### config.mk
export PLATFORM = sky130hd
export DESIGN_NAME = div_top
export DESIGN_NICKNAME = d
export VERILOG_FILES = /design/src/div_pkg.sv /design/src/div_operand_prep.sv /design/src/div_result_fix.sv /design/src/div_stage.sv /design/src/div_top.sv
export SDC_FILE = /design/constraint.sdc
export NUM_CORES = 2
export LEC_CHECK = 0
export BUFFER_PORTS_ARGS = -buffer_cell sky130_fd_sc_hd__buf_2
export CAP_MARGIN = 20
export CORE_ASPECT_RATIO = 0.5
export CORE_MARGIN = 8
export CORE_UTILIZATION = 39
export DETAILED_ROUTE_END_ITERATION = 8
export SLEW_MARGIN = 20
export SYNTH_ARGS = -nofsm -noshare
export SYNTH_HDL_FRONTEND = slang
export SYNTH_HIERARCHICAL = 1
export SYNTH_SLANG_ARGS = --single-unit
export TNS_END_PERCENT = 1
### constraint.sdc
create_clock -name clk -period 9.4 [get_ports clk]
set_clock_uncertainty 0.2 [all_clocks]
set_input_delay 1.88 -clock clk [delete_from_list [all_inputs] [get_ports clk]]
set_output_delay 1.88 -clock clk [all_outputs]
set_load 0.01 [all_outputs]
### src/div_pkg.sv
// Pipelined divider package with word, flag, request, result and stage types.
package div_pkg;

    // Operand width in bits.
    localparam int DATA_W = 32;

    // One operand or result word.
    typedef logic [DATA_W-1:0] word_t;

    // Double-width word for the shifted divisor compare.
    // Keeps divisor bits shifted past the top of the word.
    typedef logic [2*DATA_W-1:0] dword_t;

    // Per-request flags, carried along with the data.
    typedef struct packed {
        // Live request in this slot.
        logic valid;
        // Quotient needs two's complement at the end.
        logic neg_quot;
        // Remainder needs two's complement at the end.
        logic neg_rem;
        // Divisor was zero.
        logic div_zero;
    } div_flags_t;

    // Request as presented at the top level.
    typedef struct packed {
        // Numerator.
        word_t dividend;
        // Denominator.
        word_t divisor;
        // High selects unsigned division.
        logic  is_unsigned;
    } div_req_t;

    // Result as returned at the top level.
    typedef struct packed {
        // Truncated toward zero in signed mode.
        word_t quotient;
        // Takes the sign of the dividend in signed mode.
        word_t remainder;
    } div_res_t;

    // Stage-to-stage pipeline word.
    typedef struct packed {
        // Partial remainder, starts as dividend magnitude.
        word_t      rem;
        // Divisor magnitude, never shifted in place.
        word_t      divisor;
        // Quotient bits resolved so far.
        word_t      quot;
        // Request flags.
        div_flags_t flags;
    } div_pipe_t;

    // Empty flag set.
    localparam div_flags_t FLAGS_NONE = '{
        valid:    1'b0,
        neg_quot: 1'b0,
        neg_rem:  1'b0,
        div_zero: 1'b0
    };

    // Two's complement helper.
    function automatic word_t twos_neg(input word_t value);
        return ~value + word_t'(1);
    endfunction

endpackage

### src/div_operand_prep.sv
// Divider input stage, registers a request as operand magnitudes plus sign flags.
`timescale 1ns/1ps

module div_operand_prep (
    // Pipeline clock.
    input  logic               clk,
    // Asynchronous reset, active low.
    input  logic               arst_n,
    // Request strobe.
    input  logic               in_valid,
    // Request operands and mode.
    input  div_pkg::div_req_t  req,
    // First pipeline word.
    output div_pkg::div_pipe_t pipe_out
);
    import div_pkg::*;

    // Operand signs, only meaningful in signed mode.
    logic dvd_neg;
    logic dvs_neg;

    // Operand magnitudes.
    word_t dvd_mag;
    word_t dvs_mag;

    // Next pipeline word.
    div_pipe_t pipe_d;

    // Data register, no reset.
    div_pipe_t pipe_q;

    // Valid register, the only reset state here.
    logic valid_q;

    // Sign detection.
    // Top bit counts as a sign only in signed mode.
    always_comb begin
        dvd_neg = !req.is_unsigned && req.dividend[DATA_W-1];
        dvs_neg = !req.is_unsigned && req.divisor[DATA_W-1];
    end

    // Magnitudes.
    // Most negative value maps to itself, fine as unsigned.
    always_comb begin
        dvd_mag = dvd_neg ? twos_neg(req.dividend) : req.dividend;
        dvs_mag = dvs_neg ? twos_neg(req.divisor) : req.divisor;
    end

    // Build the first pipeline word.
    always_comb begin
        pipe_d                = '0;
        pipe_d.rem            = dvd_mag;
        pipe_d.divisor        = dvs_mag;
        // No quotient bits resolved yet.
        pipe_d.quot           = '0;
        pipe_d.flags          = FLAGS_NONE;
        pipe_d.flags.valid    = in_valid;
        // Exactly one negative operand.
        pipe_d.flags.neg_quot = dvd_neg ^ dvs_neg;
        // Remainder follows the dividend.
        pipe_d.flags.neg_rem  = dvd_neg;
        pipe_d.flags.div_zero = (req.divisor == '0);
    end

    // Valid bit.
    always_ff @(posedge clk or negedge arst_n) begin
        if (!arst_n) begin
            valid_q <= 1'b0;
        end else begin
            valid_q <= in_valid;
        end
    end

    // Payload.
    always_ff @(posedge clk) begin
        pipe_q <= pipe_d;
    end

    // Output word with the reset valid bit merged in.
    always_comb begin
        pipe_out             = pipe_q;
        pipe_out.flags.valid = valid_q;
    end

endmodule

### src/div_result_fix.sv
// Divider output stage, restores signs, applies the zero-divisor rule and registers the result.
`timescale 1ns/1ps

module div_result_fix (
    // Pipeline clock.
    input  logic               clk,
    // Asynchronous reset, active low.
    input  logic               arst_n,
    // Word from the last stage.
    input  div_pkg::div_pipe_t pipe_in,
    // One-cycle result strobe.
    output logic               out_valid,
    // Quotient and remainder.
    output div_pkg::div_res_t  res
);
    import div_pkg::*;

    // Signed quotient before the zero rule.
    word_t quot_signed;

    // Signed remainder.
    word_t rem_signed;

    // Next result.
    div_res_t res_d;

    // Result register, no reset.
    div_res_t res_q;

    // Strobe register.
    logic valid_q;

    // Sign restore.
    always_comb begin
        quot_signed = pipe_in.flags.neg_quot ? twos_neg(pipe_in.quot) : pipe_in.quot;
        rem_signed  = pipe_in.flags.neg_rem ? twos_neg(pipe_in.rem) : pipe_in.rem;
    end

    // Zero divisor gives all ones.
    // Remainder is still the dividend magnitude then.
    // The sign fix above turns it back into the dividend.
    always_comb begin
        res_d.quotient  = pipe_in.flags.div_zero ? '1 : quot_signed;
        res_d.remainder = rem_signed;
    end

    // Strobe.
    always_ff @(posedge clk or negedge arst_n) begin
        if (!arst_n) begin
            valid_q <= 1'b0;
        end else begin
            valid_q <= pipe_in.flags.valid;
        end
    end

    // Result.
    always_ff @(posedge clk) begin
        res_q <= res_d;
    end

    // Outputs.
    assign out_valid = valid_q;
    assign res       = res_q;

endmodule

### src/div_stage.sv
// Divider pipeline stage, resolves a group of quotient bits by restoring subtraction.
`timescale 1ns/1ps

module div_stage #(
    // Quotient bits resolved here.
    parameter int STEP_BITS = 4,
    // Position of this stage in the chain.
    parameter int STAGE_IDX = 0
) (
    // Pipeline clock.
    input  logic               clk,
    // Asynchronous reset, active low.
    input  logic               arst_n,
    // Word from the previous stage.
    input  div_pkg::div_pipe_t pipe_in,
    // Word to the next stage.
    output div_pkg::div_pipe_t pipe_out
);
    import div_pkg::*;

    // Highest quotient bit handled here.
    localparam int TOP_BIT = DATA_W - 1 - STAGE_IDX * STEP_BITS;

    // Working partial remainder.
    word_t rem_v;

    // Working quotient.
    word_t quot_v;

    // Divisor shifted to the current bit.
    dword_t shifted;

    // Remainder widened for the compare.
    dword_t rem_wide;

    // Next pipeline word.
    div_pipe_t pipe_d;

    // Data register, no reset.
    div_pipe_t pipe_q;

    // Valid register.
    logic valid_q;

    // Restoring division over STEP_BITS positions.
    // Walks from TOP_BIT downward.
    always_comb begin
        rem_v    = pipe_in.rem;
        quot_v   = pipe_in.quot;
        shifted  = '0;
        rem_wide = '0;
        for (int i = 0; i < STEP_BITS; i++) begin
            // Double width, so high divisor bits still block the subtract.
            shifted  = dword_t'(pipe_in.divisor) << (TOP_BIT - i);
            rem_wide = dword_t'(rem_v);
            if (rem_wide >= shifted) begin
                // Upper half is zero here.
                rem_v               = rem_v - shifted[DATA_W-1:0];
                quot_v[TOP_BIT - i] = 1'b1;
            end
        end
    end

    // Divisor and flags pass straight through.
    always_comb begin
        pipe_d      = pipe_in;
        pipe_d.rem  = rem_v;
        pipe_d.quot = quot_v;
    end

    // Valid bit.
    always_ff @(posedge clk or negedge arst_n) begin
        if (!arst_n) begin
            valid_q <= 1'b0;
        end else begin
            valid_q <= pipe_in.flags.valid;
        end
    end

    // Payload.
    always_ff @(posedge clk) begin
        pipe_q <= pipe_d;
    end

    // Output word.
    always_comb begin
        pipe_out             = pipe_q;
        pipe_out.flags.valid = valid_q;
    end

endmodule

### src/div_top.sv
// Pipelined 32-bit divider with fixed latency, one request per cycle.
`timescale 1ns/1ps

module div_top #(
    // Quotient bits per stage, must divide DATA_W.
    parameter int STEP_BITS = 4
) (
    // Pipeline clock.
    input  logic              clk,
    // Asynchronous reset, active low.
    input  logic              arst_n,
    // Request strobe, no ready.
    input  logic              in_valid,
    // Request operands and mode.
    input  div_pkg::div_req_t req,
    // Result strobe.
    output logic              out_valid,
    // Result.
    output div_pkg::div_res_t res
);
    import div_pkg::*;

    // Number of division stages.
    localparam int NUM_STAGES = DATA_W / STEP_BITS;

    // Pipeline words between blocks.
    // Index 0 from the prep stage, last one into the fix stage.
    div_pipe_t pipe [NUM_STAGES+1];

    // Operand preparation.
    // One cycle.
    div_operand_prep u_prep (
        .clk      (clk),
        .arst_n   (arst_n),
        .in_valid (in_valid),
        .req      (req),
        .pipe_out (pipe[0])
    );

    // Division stages.
    // One cycle each, highest quotient bits first.
    for (genvar s = 0; s < NUM_STAGES; s++) begin : g_stage
        div_stage #(
            .STEP_BITS (STEP_BITS),
            .STAGE_IDX (s)
        ) u_stage (
            .clk      (clk),
            .arst_n   (arst_n),
            .pipe_in  (pipe[s]),
            .pipe_out (pipe[s+1])
        );
    end

    // Sign and zero fix.
    // One cycle, total NUM_STAGES + 2.
    div_result_fix u_fix (
        .clk       (clk),
        .arst_n    (arst_n),
        .pipe_in   (pipe[NUM_STAGES]),
        .out_valid (out_valid),
        .res       (res)
    );

endmodule

==> flow_metrics.tcl <==
set metrics [dict create \
    status "complete, but fails checks" \
    violations "negative setup slack" \
    wl_per_cell_um 18.3 \
    areaGrowthSynthToFinish_pct 34.7 \
    max_stage_delay_ns 0.56 \
    synth_area_per_cell_sq_um 8.92 \
    path_class "reg2reg" \
    cts_tree "yes" \
    cp_slowest_cell "or4_4" \
    vias 53400 \
    top_layer_used "met5" \
    rsz0062_at_grt "yes" \
    min-delay-start "g_stage[0].u_stage/pipe_out[8]" \
    peakVddDrop_v 0.000235 \
    syn_area_sq_mm 0.0566 \
    hold_viol 0 \
    path_max_fanout 11 \
    power_density_mw_per_mm2 239 \
    htreeDepth 3 \
    clkTransAtPathRegs_ns 0.07 \
    hold_path_end "g_stage[1].u_stage/pipe_out[8]" \
    grt_pass1_wl_um 284000 \
    worstMarginPinSlew_ns 1.13 \
    met2_length_um 84700 \
    leakage_nw 34.9 \
    fp.coreArea_sq_mm 0.145 \
    dp.final_hpwl_um 154000 \
    period_needed_ns 9.68 \
    tns_ns -9.13 \
    yosysWarnings 6 \
    grt_pass1_vias 51400 \
    critPathTopFamily "compound AO/OA/AOI/OAI gates" \
    final_util_pct 52.6 \
    hold_buffers 0 \
    dr.pass1.iters 5 \
    max_slew_margin_pct 23.9 \
    p_int_w 0.0114 \
    overflow 0 \
    clk_path_buf_depth 3 \
    gp_congestion 0.964 \
    placementRows 99 \
    postRouteAntennaNets 0 \
    final_common_cell "buf_4" \
    r2r_start "g_stage[5].u_stage/pipe_out[75]" \
    cp-end-kind "flip-flop" \
    cp.required_ns 9.72 \
    pwr-share-seq_pct 25.6 \
    ios 133 \
    hp-class "reg2reg" \
    antenna_found_initial 9 \
    switching_power_w 0.00683 \
    worstHoldPathCells 0 \
    cts_num_sinks 901 \
    insertion_delay_ns 0.70 \
    fin_ws_ns -0.282 \
    r2r-end "g_stage[6].u_stage/pipe_out[75]" \
    viasPerCell 5.27 \
    maxSlewViolCount 0 \
    worstSetupStartpointType "flip-flop" \
    numCtsBuffers 81 \
    final.period_utilization_pct 103 \
    setup_violations 61 \
    comb_power_share_pct 55.8 \
    layout_common_cells "buf_4, dfxtp_1, ha_1" \
    drc 0 \
    crit_arrival_ns 10.01 \
    synth_cells 6352 \
    r2r_setup_slack_ns -0.28 \
    grt_usage_pct 22.2 \
    dieArea_sq_mm 0.158 \
    portBuffers 132 \
    clock_power_share_pct 18.6 \
    critPathBufInv 7 \
    first_iter_violations 3596 \
    grt_max_degree 42 \
    start_util_pct 39.1 \
    fmaxAchievable_mhz 103 \
    die_w_um 555 \
    wl_um 186000 \
    cts-root-buf "clkbuf_16" \
    switching_share_pct 37.4 \
    final_nets 8733 \
    r2r_cells 40 \
    max_cap_violations 0 \
    die_h_um 285 \
    fillers 13500 \
    wl_met1_um 86700 \
    drive_gt1_share_pct 32.0 \
    dr_wl_met3_um 9170 \
]
## power groups by stage
stage,Clock [W],Sequential [W],Combinational (W)
floorplan,0,0.00465,0.00561
global placement,0,0.00474,0.00946
detailed placement,0,0.00475,0.00951
CTS,0.00347,0.00467,0.00981
global route,0.00363,0.00472,0.0111
finish,0.00340,0.00468,0.0102
## cell type report
cell class / count / area, sq um / share of cell area [%]
multi-input combinational: 4915 / 37700 / 49.4
sequential: 901 / 18100 / 23.7
timing repair buffer: 1840 / 13900 / 18.2
tap: 1969 / 2460 / 3.23
clock buffer: 107 / 2270 / 2.98
inverter: 363 / 1360 / 1.79
clock inverter: 40 / 485 / 0.636
antenna: 7 / 17.5 / 0.0230
## state kept, by name, summed over array words and instances (netlist names)
register / flops
u_prep/pipe_out: 67
u_fix/out_valid: 1
u_fix/res: 64
g_stage.u_stage/valid_q: 8
u_prep/valid_q: 1
g_stage.u_stage/pipe_out: 760
## how the worst max path moves through the flow
stage	endpoint	cells past startpoint	slack (ns)	startpoint
6_report	g_stage[6].u_stage/pipe_out[75]	40	-0.28	g_stage[5].u_stage/pipe_out[75]
5_1_grt	g_stage[7].u_stage/pipe_out[96]	48	-0.59	g_stage[6].u_stage/pipe_out[71]
3_3_place_gp	g_stage[6].u_stage/pipe_out[76]	40	-0.86	g_stage[5].u_stage/pipe_out[54]
2_1_floorplan	g_stage[6].u_stage/pipe_out[84]	43	-0.02	g_stage[5].u_stage/pipe_out[57]
4_1_cts	g_stage[4].u_stage/pipe_out[84]	42	-0.21	g_stage[3].u_stage/pipe_out[43]
3_5_place_dp	g_stage[6].u_stage/pipe_out[76]	40	-0.89	g_stage[5].u_stage/pipe_out[54]
## through the flow
step	cell area, sq um	hold WS (ns)	instances	total power, W	setup slack [ns]
6_report	76300	0.102	10100	0.0183	-0.282
5_1_grt	76300	0.120	10100	0.0195	-0.591
4_1_cts	75100	0.103	10100	0.0179	-0.213
3_5_place_dp	71400	0.112	9923	0.0143	-0.892
3_3_place_gp	71400	0.110	9923	0.0142	-0.858
2_1_floorplan	56900	0.110	6383	0.0103	-0.0212
## layer usage
layer	up-vias	track usage [%]
met2	1328	37.3
met4	2	5.74
li1	26700	-
met1	25200	30.2
met5	-	0
met3	269	2.77
## what timing repair did
item | in CTS | in global routing
setup buffers | 28 | 31
pin swaps | 42 | 90
resized for setup | 130 | 199
gates cloned | 5 | 2
endpoints found under the hold margin | 0 | 0
endpoints found under the setup margin | 108 | 138
(Power assumes the default switching activity.)
